<file path="src/riscvCpu_config.svh">
`ifndef RISCVCPU_CONFIG_SVH
`define RISCVCPU_CONFIG_SVH

// data, address and instruction width
`define XLEN 32

// general register file
`define REG_COUNT 32
`define REG_ADDR_W 5

// first fetch address
`define PC_RESET 32'h0000_0000

`endif
</file>
<file path="src/cpuCtrlPkg.sv">
package cpuCtrlPkg;

    // alu operation select
    localparam logic [3:0] ALU_ADD = 4'd0;
    localparam logic [3:0] ALU_SUB = 4'd1;
    localparam logic [3:0] ALU_AND = 4'd2;
    localparam logic [3:0] ALU_SLT = 4'd3;
    localparam logic [3:0] ALU_SLL = 4'd4;
    localparam logic [3:0] ALU_SRL = 4'd5;
    localparam logic [3:0] ALU_SRA = 4'd6;

    // immediate format select
    localparam logic [2:0] IMM_I = 3'd0;
    localparam logic [2:0] IMM_S = 3'd1;
    localparam logic [2:0] IMM_B = 3'd2;
    localparam logic [2:0] IMM_U = 3'd3;
    localparam logic [2:0] IMM_J = 3'd4;

endpackage

</file>
<file path="src/rv32IsaPkg.sv">
package rv32IsaPkg;

    // one instruction word seen through each base format
    typedef union packed {
        struct packed {
            logic [6:0] funct7;
            logic [4:0] rs2;
            logic [4:0] rs1;
            logic [2:0] funct3;
            logic [4:0] rd;
            logic [6:0] opcode;
        } r;
        struct packed {
            logic [11:0] imm11to0;
            logic [4:0]  rs1;
            logic [2:0]  funct3;
            logic [4:0]  rd;
            logic [6:0]  opcode;
        } i;
        struct packed {
            logic [6:0] imm11to5;
            logic [4:0] rs2;
            logic [4:0] rs1;
            logic [2:0] funct3;
            logic [4:0] imm4to0;
            logic [6:0] opcode;
        } s;
        struct packed {
            logic       imm12;
            logic [5:0] imm10to5;
            logic [4:0] rs2;
            logic [4:0] rs1;
            logic [2:0] funct3;
            logic [3:0] imm4to1;
            logic       imm11;
            logic [6:0] opcode;
        } b;
        struct packed {
            logic [19:0] imm31to12;
            logic [4:0]  rd;
            logic [6:0]  opcode;
        } u;
        struct packed {
            logic       imm20;
            logic [9:0] imm10to1;
            logic       imm11;
            logic [7:0] imm19to12;
            logic [4:0] rd;
            logic [6:0] opcode;
        } j;
    } instrWord_t;

    localparam logic [6:0] OP_REG    = 7'b0110011;
    localparam logic [6:0] OP_IMM    = 7'b0010011;
    localparam logic [6:0] OP_LOAD   = 7'b0000011;
    localparam logic [6:0] OP_STORE  = 7'b0100011;
    localparam logic [6:0] OP_BRANCH = 7'b1100011;
    localparam logic [6:0] OP_LUI    = 7'b0110111;
    localparam logic [6:0] OP_AUIPC  = 7'b0010111;
    localparam logic [6:0] OP_JAL    = 7'b1101111;
    localparam logic [6:0] OP_JALR   = 7'b1100111;

    // register operations
    localparam logic [2:0] FUNCT3_ADD_SUB = 3'b000;
    localparam logic [2:0] FUNCT3_SLL     = 3'b001;
    localparam logic [2:0] FUNCT3_SLT     = 3'b010;
    localparam logic [2:0] FUNCT3_SRL_SRA = 3'b101;
    localparam logic [2:0] FUNCT3_AND     = 3'b111;

    // branches
    localparam logic [2:0] FUNCT3_BEQ = 3'b000;
    localparam logic [2:0] FUNCT3_BLT = 3'b100;

    localparam logic [6:0] FUNCT7_BASE = 7'b0000000;
    localparam logic [6:0] FUNCT7_ALT  = 7'b0100000;

endpackage

</file>
<file path="src/riscvCpu.sv">
`timescale 1ns/1ps
`include "riscvCpu_config.svh"

module riscvCpu (
    input  logic             clk,
    input  logic             reset,
    output logic [`XLEN-1:0] pc,
    input  logic [`XLEN-1:0] instruction,
    output logic             writeEnable,
    output logic [`XLEN-1:0] dataAddress,
    output logic [`XLEN-1:0] writeData,
    input  logic [`XLEN-1:0] readData
);

    rv32IsaPkg::instrWord_t instr;

    logic             regWrite;
    logic             memWrite;
    logic             memToReg;
    logic             aluSrcImm;
    logic             branchEq;
    logic             branchLt;
    logic             jump;
    logic             jumpReg;
    logic             loadUpper;
    logic             addUpperPc;
    logic [3:0]       aluOp;
    logic [2:0]       immSel;

    logic [`XLEN-1:0] pcReg;
    logic [`XLEN-1:0] nextPc;
    logic [`XLEN-1:0] pcPlus4;
    logic [`XLEN-1:0] pcPlusImm;
    logic [`XLEN-1:0] immediate;
    logic [`XLEN-1:0] rs1Data;
    logic [`XLEN-1:0] rs2Data;
    logic [`XLEN-1:0] aluSrcB;
    logic [`XLEN-1:0] aluResult;
    logic [`XLEN-1:0] regWriteData;
    logic             aluZero;
    logic             aluLessThan;
    logic             branchTaken;

    assign instr = instruction;

    controlDecoder ctrl (
        .instruction (instr),
        .regWrite    (regWrite),
        .memWrite    (memWrite),
        .memToReg    (memToReg),
        .aluSrcImm   (aluSrcImm),
        .branchEq    (branchEq),
        .branchLt    (branchLt),
        .jump        (jump),
        .jumpReg     (jumpReg),
        .loadUpper   (loadUpper),
        .addUpperPc  (addUpperPc),
        .aluOp       (aluOp),
        .immSel      (immSel)
    );

    immediateGen immGen (
        .instruction (instr),
        .immSel      (immSel),
        .immediate   (immediate)
    );

    registerFile regFile (
        .clk         (clk),
        .reset       (reset),
        .writeEnable (regWrite),
        .readAddrA   (instr.r.rs1),
        .readAddrB   (instr.r.rs2),
        .writeAddr   (instr.r.rd),
        .writeData   (regWriteData),
        .readDataA   (rs1Data),
        .readDataB   (rs2Data)
    );

    assign aluSrcB = aluSrcImm ? immediate : rs2Data;

    alu aluUnit (
        .aluOp    (aluOp),
        .srcA     (rs1Data),
        .srcB     (aluSrcB),
        .result   (aluResult),
        .zero     (aluZero),
        .lessThan (aluLessThan)
    );

    assign pcPlus4   = pcReg + `XLEN'(4);
    assign pcPlusImm = pcReg + immediate;

    assign branchTaken = jump | (branchEq & aluZero) | (branchLt & aluLessThan);

    always_comb begin
        if (jumpReg) begin
            nextPc = aluResult;
        end else if (branchTaken) begin
            nextPc = pcPlusImm;
        end else begin
            nextPc = pcPlus4;
        end
    end

    always_ff @(posedge clk or posedge reset) begin
        if (reset) begin
            pcReg <= `PC_RESET;
        end else begin
            pcReg <= nextPc;
        end
    end

    // write-back select, upper-immediate ops first
    always_comb begin
        if (loadUpper) begin
            regWriteData = immediate;
        end else if (addUpperPc) begin
            regWriteData = pcPlusImm;
        end else if (memToReg) begin
            regWriteData = readData;
        end else if (jump || jumpReg) begin
            regWriteData = pcPlus4;
        end else begin
            regWriteData = aluResult;
        end
    end

    assign pc          = pcReg;
    assign writeEnable = memWrite;
    assign dataAddress = aluResult;
    assign writeData   = rs2Data;

endmodule

</file>
<file path="src/alu.sv">
`timescale 1ns/1ps
`include "riscvCpu_config.svh"

module alu (
    input  logic [3:0]       aluOp,
    input  logic [`XLEN-1:0] srcA,
    input  logic [`XLEN-1:0] srcB,
    output logic [`XLEN-1:0] result,
    output logic             zero,
    output logic             lessThan
);

    logic [4:0] shiftAmount;

    // shifts honour only the low five bits
    assign shiftAmount = srcB[4:0];

    // flag is valid for every op so blt can use it directly
    assign lessThan = $signed(srcA) < $signed(srcB);

    always_comb begin
        case (aluOp)
            cpuCtrlPkg::ALU_ADD: begin
                result = srcA + srcB;
            end
            cpuCtrlPkg::ALU_SUB: begin
                result = srcA - srcB;
            end
            cpuCtrlPkg::ALU_AND: begin
                result = srcA & srcB;
            end
            cpuCtrlPkg::ALU_SLT: begin
                result = {{(`XLEN-1){1'b0}}, lessThan};
            end
            cpuCtrlPkg::ALU_SLL: begin
                result = srcA << shiftAmount;
            end
            cpuCtrlPkg::ALU_SRL: begin
                result = srcA >> shiftAmount;
            end
            cpuCtrlPkg::ALU_SRA: begin
                result = $unsigned($signed(srcA) >>> shiftAmount);
            end
            default: begin
                result = '0;
            end
        endcase
    end

    assign zero = (result == '0);

endmodule

</file>
<file path="src/registerFile.sv">
`timescale 1ns/1ps
`include "riscvCpu_config.svh"

module registerFile (
    input  logic                   clk,
    input  logic                   reset,
    input  logic                   writeEnable,
    input  logic [`REG_ADDR_W-1:0] readAddrA,
    input  logic [`REG_ADDR_W-1:0] readAddrB,
    input  logic [`REG_ADDR_W-1:0] writeAddr,
    input  logic [`XLEN-1:0]       writeData,
    output logic [`XLEN-1:0]       readDataA,
    output logic [`XLEN-1:0]       readDataB
);

    logic [`XLEN-1:0] regs [`REG_COUNT];

    always_ff @(posedge clk or posedge reset) begin
        if (reset) begin
            for (int idx = 0; idx < `REG_COUNT; idx++) begin
                regs[idx] <= '0;
            end
        end else if (writeEnable && writeAddr != '0) begin
            regs[writeAddr] <= writeData;
        end
    end

    // x0 is hardwired
    assign readDataA = (readAddrA == '0) ? '0 : regs[readAddrA];
    assign readDataB = (readAddrB == '0) ? '0 : regs[readAddrB];

endmodule

</file>
<file path="src/immediateGen.sv">
`timescale 1ns/1ps
`include "riscvCpu_config.svh"

module immediateGen (
    input  rv32IsaPkg::instrWord_t instruction,
    input  logic [2:0]             immSel,
    output logic [`XLEN-1:0]       immediate
);

    always_comb begin
        case (immSel)
            cpuCtrlPkg::IMM_I: begin
                immediate = {{20{instruction.i.imm11to0[11]}}, instruction.i.imm11to0};
            end
            cpuCtrlPkg::IMM_S: begin
                immediate = {{20{instruction.s.imm11to5[6]}},
                             instruction.s.imm11to5, instruction.s.imm4to0};
            end
            cpuCtrlPkg::IMM_B: begin
                immediate = {{20{instruction.b.imm12}}, instruction.b.imm11,
                             instruction.b.imm10to5, instruction.b.imm4to1, 1'b0};
            end
            cpuCtrlPkg::IMM_U: begin
                immediate = {instruction.u.imm31to12, 12'b0};
            end
            cpuCtrlPkg::IMM_J: begin
                // bit 0 is always zero for jump offsets
                immediate = {{12{instruction.j.imm20}}, instruction.j.imm19to12,
                             instruction.j.imm11, instruction.j.imm10to1, 1'b0};
            end
            default: begin
                immediate = '0;
            end
        endcase
    end

endmodule

</file>
<file path="src/controlDecoder.sv">
`timescale 1ns/1ps

module controlDecoder (
    input  rv32IsaPkg::instrWord_t instruction,
    output logic                   regWrite,
    output logic                   memWrite,
    output logic                   memToReg,
    output logic                   aluSrcImm,
    output logic                   branchEq,
    output logic                   branchLt,
    output logic                   jump,
    output logic                   jumpReg,
    output logic                   loadUpper,
    output logic                   addUpperPc,
    output logic [3:0]             aluOp,
    output logic [2:0]             immSel
);

    logic [2:0] funct3;
    logic [6:0] funct7;

    assign funct3 = instruction.r.funct3;
    assign funct7 = instruction.r.funct7;

    always_comb begin
        regWrite   = 1'b0;
        memWrite   = 1'b0;
        memToReg   = 1'b0;
        aluSrcImm  = 1'b0;
        branchEq   = 1'b0;
        branchLt   = 1'b0;
        jump       = 1'b0;
        jumpReg    = 1'b0;
        loadUpper  = 1'b0;
        addUpperPc = 1'b0;
        aluOp      = cpuCtrlPkg::ALU_ADD;
        immSel     = cpuCtrlPkg::IMM_I;

        case (instruction.r.opcode)
            rv32IsaPkg::OP_REG: begin
                // only the listed funct3/funct7 pairs write back
                regWrite = 1'b1;
                if (funct3 == rv32IsaPkg::FUNCT3_ADD_SUB && funct7 == rv32IsaPkg::FUNCT7_BASE) begin
                    aluOp = cpuCtrlPkg::ALU_ADD;
                end else if (funct3 == rv32IsaPkg::FUNCT3_ADD_SUB
                             && funct7 == rv32IsaPkg::FUNCT7_ALT) begin
                    aluOp = cpuCtrlPkg::ALU_SUB;
                end else if (funct3 == rv32IsaPkg::FUNCT3_AND && funct7 == rv32IsaPkg::FUNCT7_BASE) begin
                    aluOp = cpuCtrlPkg::ALU_AND;
                end else if (funct3 == rv32IsaPkg::FUNCT3_SLT && funct7 == rv32IsaPkg::FUNCT7_BASE) begin
                    aluOp = cpuCtrlPkg::ALU_SLT;
                end else if (funct3 == rv32IsaPkg::FUNCT3_SLL && funct7 == rv32IsaPkg::FUNCT7_BASE) begin
                    aluOp = cpuCtrlPkg::ALU_SLL;
                end else if (funct3 == rv32IsaPkg::FUNCT3_SRL_SRA
                             && funct7 == rv32IsaPkg::FUNCT7_BASE) begin
                    aluOp = cpuCtrlPkg::ALU_SRL;
                end else if (funct3 == rv32IsaPkg::FUNCT3_SRL_SRA
                             && funct7 == rv32IsaPkg::FUNCT7_ALT) begin
                    aluOp = cpuCtrlPkg::ALU_SRA;
                end else begin
                    regWrite = 1'b0;
                end
            end
            rv32IsaPkg::OP_IMM: begin
                // addi only
                regWrite  = 1'b1;
                aluSrcImm = 1'b1;
            end
            rv32IsaPkg::OP_LOAD: begin
                regWrite  = 1'b1;
                aluSrcImm = 1'b1;
                memToReg  = 1'b1;
            end
            rv32IsaPkg::OP_STORE: begin
                memWrite  = 1'b1;
                aluSrcImm = 1'b1;
                immSel    = cpuCtrlPkg::IMM_S;
            end
            rv32IsaPkg::OP_BRANCH: begin
                immSel = cpuCtrlPkg::IMM_B;
                if (funct3 == rv32IsaPkg::FUNCT3_BEQ) begin
                    branchEq = 1'b1;
                    aluOp    = cpuCtrlPkg::ALU_SUB;
                end else if (funct3 == rv32IsaPkg::FUNCT3_BLT) begin
                    branchLt = 1'b1;
                    aluOp    = cpuCtrlPkg::ALU_SLT;
                end
            end
            rv32IsaPkg::OP_LUI: begin
                regWrite  = 1'b1;
                loadUpper = 1'b1;
                immSel    = cpuCtrlPkg::IMM_U;
            end
            rv32IsaPkg::OP_AUIPC: begin
                regWrite   = 1'b1;
                addUpperPc = 1'b1;
                immSel     = cpuCtrlPkg::IMM_U;
            end
            rv32IsaPkg::OP_JAL: begin
                regWrite = 1'b1;
                jump     = 1'b1;
                immSel   = cpuCtrlPkg::IMM_J;
            end
            rv32IsaPkg::OP_JALR: begin
                // target comes from the alu sum rs1 + imm
                regWrite  = 1'b1;
                jumpReg   = 1'b1;
                aluSrcImm = 1'b1;
            end
            default: begin
            end
        endcase
    end

endmodule

</file>
<file path="config.mk">
export PLATFORM = sky130hd
export DESIGN_NAME = riscvCpu
export DESIGN_NICKNAME = d
export VERILOG_FILES = /design/src/cpuCtrlPkg.sv /design/src/rv32IsaPkg.sv /design/src/riscvCpu.sv /design/src/alu.sv /design/src/registerFile.sv /design/src/immediateGen.sv /design/src/controlDecoder.sv
export VERILOG_INCLUDE_DIRS = /design/src
export SDC_FILE = /design/constraint.sdc
export NUM_CORES = 2
export LEC_CHECK = 0
export ABC_AREA = 1
export ABC_CLOCK_PERIOD_IN_PS = 68500
export BUFFER_PORTS_ARGS = -buffer_cell sky130_fd_sc_hd__clkbuf_2
export CAP_MARGIN = 0
export CORE_MARGIN = 5
export CORE_UTILIZATION = 45
export DETAILED_ROUTE_END_ITERATION = 8
export SETUP_SLACK_MARGIN = 0.2
export SYNTH_ARGS = -nofsm -noshare
export SYNTH_HDL_FRONTEND = slang
export SYNTH_SLANG_ARGS = --single-unit
export TNS_END_PERCENT = 30
</file>
<file path="constraint.sdc">
create_clock -name clk -period 68.5 [get_ports clk]
set_clock_uncertainty 0.05 [all_clocks]
set_input_delay 10.275 -clock clk [delete_from_list [all_inputs] [get_ports clk]]
set_output_delay 10.275 -clock clk [all_outputs]
set_load 0.01 [all_outputs]
</file>
==> results.ini <==
[status]
outcome=finished, final reports clean

[timing]
finalHoldViolCount=0
tns_ns=0
grt_setup_unrepaired=false
fmax_mhz=34.9
post-route-period-util=0.418
report.final.slew_viol_count=0
setup_violations=0
period_minus_slack_ns=28.62
slew-limit-headroom=0.0763
worst_slew_pin_slew_ns=1.38

[routing]
vias_per_cell=6.21
drt_pass1_iterations=7
drt-total-wl_mm=336
drtIter0Drc=11800
routed_wire_length_per_instance_um=26.9
routed-via-count=77700
drcViolationCount=0
route.antenna.remaining_nets=0

[critical_path]
worst_r2r_path_depth=32
endpoint_kind=primary output
cp_slowest_stage_delay_ns=0.79
r2r-end=pc[21]$_DFF_PP0_
critical_path_buf_inv_count=6
critPathRequiredTime_ns=58.18
start_kind=primary input
worst-endpoint-arrival_ns=18.30
cp_slowest_cell=sky130_fd_sc_hd__buf_4
source_of_the_worst_register_to_register_timing_path=regFile.regs[321]$_DFFE_PP0P_
crit_type=in -> out
timing.critical_path.max_delay_family=buffers and inverters
path_max_fanout=70
timing.reg2reg.setup_slack_ns=60.72

[layout]
drive_gt1_frac=0.0689
fill_cell_total_of_the_finished_layout=16300
final_cell_count_no_fill=12500
finalNetCount=10500
syn_to_final_growth_pct=7.74

[power]
p_switching_mw=0.887
cellLeakagePower_nw=36.8
power_frac_clock=0.311
switching_share_of_power=0.419
p_int_mw=1.23
powerDensity_mw_per_mm2=27.6
combinationalPowerShare=0.347
sequential_group_share_of_total_power=0.342
power.ir.vdd_worst_uv=27.3

[floorplanning]
core_region_area_mm2=0.158
fp.dieW_um=408
die_area_mm2=0.166
die_h_um=408
fp-row-count=146
initial_core_util=0.451
ioPinCount=163

[global_routing]
overflow=0
global_route.usage.total=0.389
maximum_number_of_pins_on_one_net_before_global_route_repair=172
antenna_found_initial=10
first_pass_grt_wire_length_mm=492
first_global_vias=71800

[logic_synthesis]
synth.yosys.warnings=0
syn_inst=10700
dominantRegCellSynth=sky130_fd_sc_hd__dfrtp_1
async_flop_share=1.00
synth.net_count=10900
synth-seq-cells=1056
syn-cell-area_mm2=0.0711
ys_types=66
avgSynthCellArea_um2=6.64
number_of_flops_mapped_to_enable_cells_by_yosys=0
synth_seq_area_share=0.372

[clocking]
htree_levels=3
cts-buffers-inserted=121
cts_hold_buf=0
number_of_clock_sinks=1056
cts_setup_buffers=0
post_cts.resized_instances=0
cts.reportedPaths.clkPinSlew_ns=0.06
clk-insertion-delay-late_ns=0.82
root_buffer_master=sky130_fd_sc_hd__clkbuf_16
cts_max_path_buffers=3
clock_tree_from_tritoncts=done

[worst_hold_path]
whs_path_depth=0
holdCritPathClass=reg -> reg
hold_start=regFile.regs[1014]$_DFFE_PP0P_
hold-path-endpoint=regFile.regs[1014]$_DFFE_PP0P_

[placement]
placement.io_buffers=162
finalWeightedCongestion=0.982
dpl.cell_count=12300
hpwl_mm=219

[job]
maxCapViolCount=0

==> how the worst max path moves through the flow <==
stage	slack [ns]	endpoint	start	cells after the start
2_1_floorplan	28.45	pc[0]$_DFFE_PP0P_	reset	1
3_3_place_gp	40.53	dataAddress[17]	instruction[15]	24
3_5_place_dp	40.45	dataAddress[17]	instruction[15]	27
4_1_cts	40.44	dataAddress[17]	instruction[15]	27
5_1_grt	39.88	dataAddress[17]	instruction[15]	27
6_report	39.88	dataAddress[17]	instruction[15]	27
==> registers in the layout (all words and copies together), names as in the netlist <==
name / flops
pc: 32
regFile.regs: 1024
==> Yosys cell counts (4+ instances only) <==
cell type | n | area [um^2]
sky130_fd_sc_hd__o221ai_1 | 126 | 1100
sky130_fd_sc_hd__o21a_1 | 5 | 37.5
sky130_fd_sc_hd__a21oi_1 | 499 | 2500
sky130_fd_sc_hd__xor2_1 | 68 | 596
sky130_fd_sc_hd__clkinv_1 | 15 | 56.3
sky130_fd_sc_hd__nand2_1 | 2956 | 11100
sky130_fd_sc_hd__dfrtp_1 | 1056 | 26400
sky130_fd_sc_hd__ha_1 | 97 | 1210
sky130_fd_sc_hd__buf_6 | 12 | 135
sky130_fd_sc_hd__buf_4 | 37 | 278
sky130_fd_sc_hd__nor4_1 | 9 | 56.3
sky130_fd_sc_hd__xnor2_1 | 20 | 175
sky130_fd_sc_hd__nor2_1 | 1041 | 3910
sky130_fd_sc_hd__nor3_1 | 56 | 280
sky130_fd_sc_hd__clkbuf_1 | 549 | 2060
sky130_fd_sc_hd__nor3_2 | 6 | 60.1
sky130_fd_sc_hd__nand3_1 | 961 | 4810
sky130_fd_sc_hd__o31ai_1 | 7 | 52.6
sky130_fd_sc_hd__buf_2 | 215 | 1080
sky130_fd_sc_hd__mux2i_1 | 9 | 90.1
sky130_fd_sc_hd__a21boi_0 | 7 | 52.6
sky130_fd_sc_hd__nand3_2 | 10 | 100
sky130_fd_sc_hd__o21ai_2 | 6 | 52.6
sky130_fd_sc_hd__nand4_1 | 33 | 206
sky130_fd_sc_hd__inv_2 | 26 | 97.6
sky130_fd_sc_hd__o21ai_0 | 1601 | 8010
sky130_fd_sc_hd__o21bai_1 | 8 | 60.1
sky130_fd_sc_hd__clkbuf_2 | 4 | 20.0
sky130_fd_sc_hd__a21o_1 | 8 | 60.1
sky130_fd_sc_hd__o211ai_1 | 237 | 1780
sky130_fd_sc_hd__a221oi_1 | 7 | 61.3
sky130_fd_sc_hd__a211oi_1 | 17 | 128
sky130_fd_sc_hd__or2_2 | 15 | 93.8
sky130_fd_sc_hd__buf_1 | 49 | 184
sky130_fd_sc_hd__nor2_2 | 9 | 56.3
sky130_fd_sc_hd__inv_1 | 687 | 2580
sky130_fd_sc_hd__nand2_2 | 14 | 87.6
sky130_fd_sc_hd__o22ai_1 | 29 | 181
sky130_fd_sc_hd__o21ai_1 | 134 | 671
sky130_fd_sc_hd__a31oi_1 | 18 | 113
==> layout by cell type, fill, tap and decap left out, drive strengths merged, types with 10 or more instances in the layout <==
| cell type | count |
|---|---|
| nor2 | 1053 |
| nand4 | 36 |
| a31oi | 18 |
| nor3 | 63 |
| o211ai | 237 |
| o221ai | 126 |
| clkbuf | 334 |
| inv | 717 |
| a211oi | 17 |
| a21boi | 10 |
| nand3 | 971 |
| dfrtp | 1056 |
| o21ai | 1742 |
| nand2 | 2975 |
| ha | 97 |
| a21oi | 501 |
| xor2 | 68 |
| or2 | 17 |
| xnor2 | 20 |
| buf | 210 |
| clkinv | 48 |
| o22ai | 30 |
==> power groups by stage <==
| stage | combinational, mW | clock [mW] | sequential (mW) |
|---|---|---|---|
| 5_1_grt | 0.782 | 0.689 | 0.729 |
| 2_1_floorplan | 0.436 | 0 | 0.720 |
| 6_report | 0.734 | 0.659 | 0.725 |
| 3_3_place_gp | 0.708 | 0 | 0.733 |
| 4_1_cts | 0.712 | 0.665 | 0.723 |
| 3_5_place_dp | 0.710 | 0 | 0.733 |
==> per-layer routing <==
layer	track usage	vias up	routed length, um
met4	0.205	10	21500
li1	-	34600	-
met5	0	-	68
met2	0.569	5059	140000
met3	0.0827	1003	37800
met1	0.541	37000	137000
==> layout make-up <==
type                    instances  area [um^2]  area share
multi-input cells            8052        38400       0.501
flip-flops and latches       1056        26400       0.345
clock buffers                 180         3570      0.0466
inverters                     730         2790      0.0364
well taps                    2072         2590      0.0338
repair buffers                364         2440      0.0319
clock inverters                40          412     0.00537
diodes                          5         12.5    0.000163
==> stage by stage <==
step            util  area [um^2]  hold WS, ns  worst slack (ns)  power (mW)
4_1_cts        0.485        76600        0.329             40.44        2.10
3_3_place_gp   0.460        72600        0.316             40.53        1.44
6_report       0.486        76600        0.328             39.88        2.12
2_1_floorplan      -        71100        0.379             28.45        1.16
3_5_place_dp   0.460        72600        0.316             40.45        1.44
5_1_grt        0.485        76600        0.339             39.88        2.20
==> logic make-up after synthesis <==
family,Yosys count,synth area share
AOI/OAI and AO/OA,2726,0.211
xor gates and xnor gates,88,0.0108
adders and majority gates,100,0.0179
buffers and inverters,1599,0.0921
DFF,1056,0.372
muxes,9,0.00127
and+or+nand+nor,5129,0.295
No activity file was read; power rests on OpenSTA's default activity.
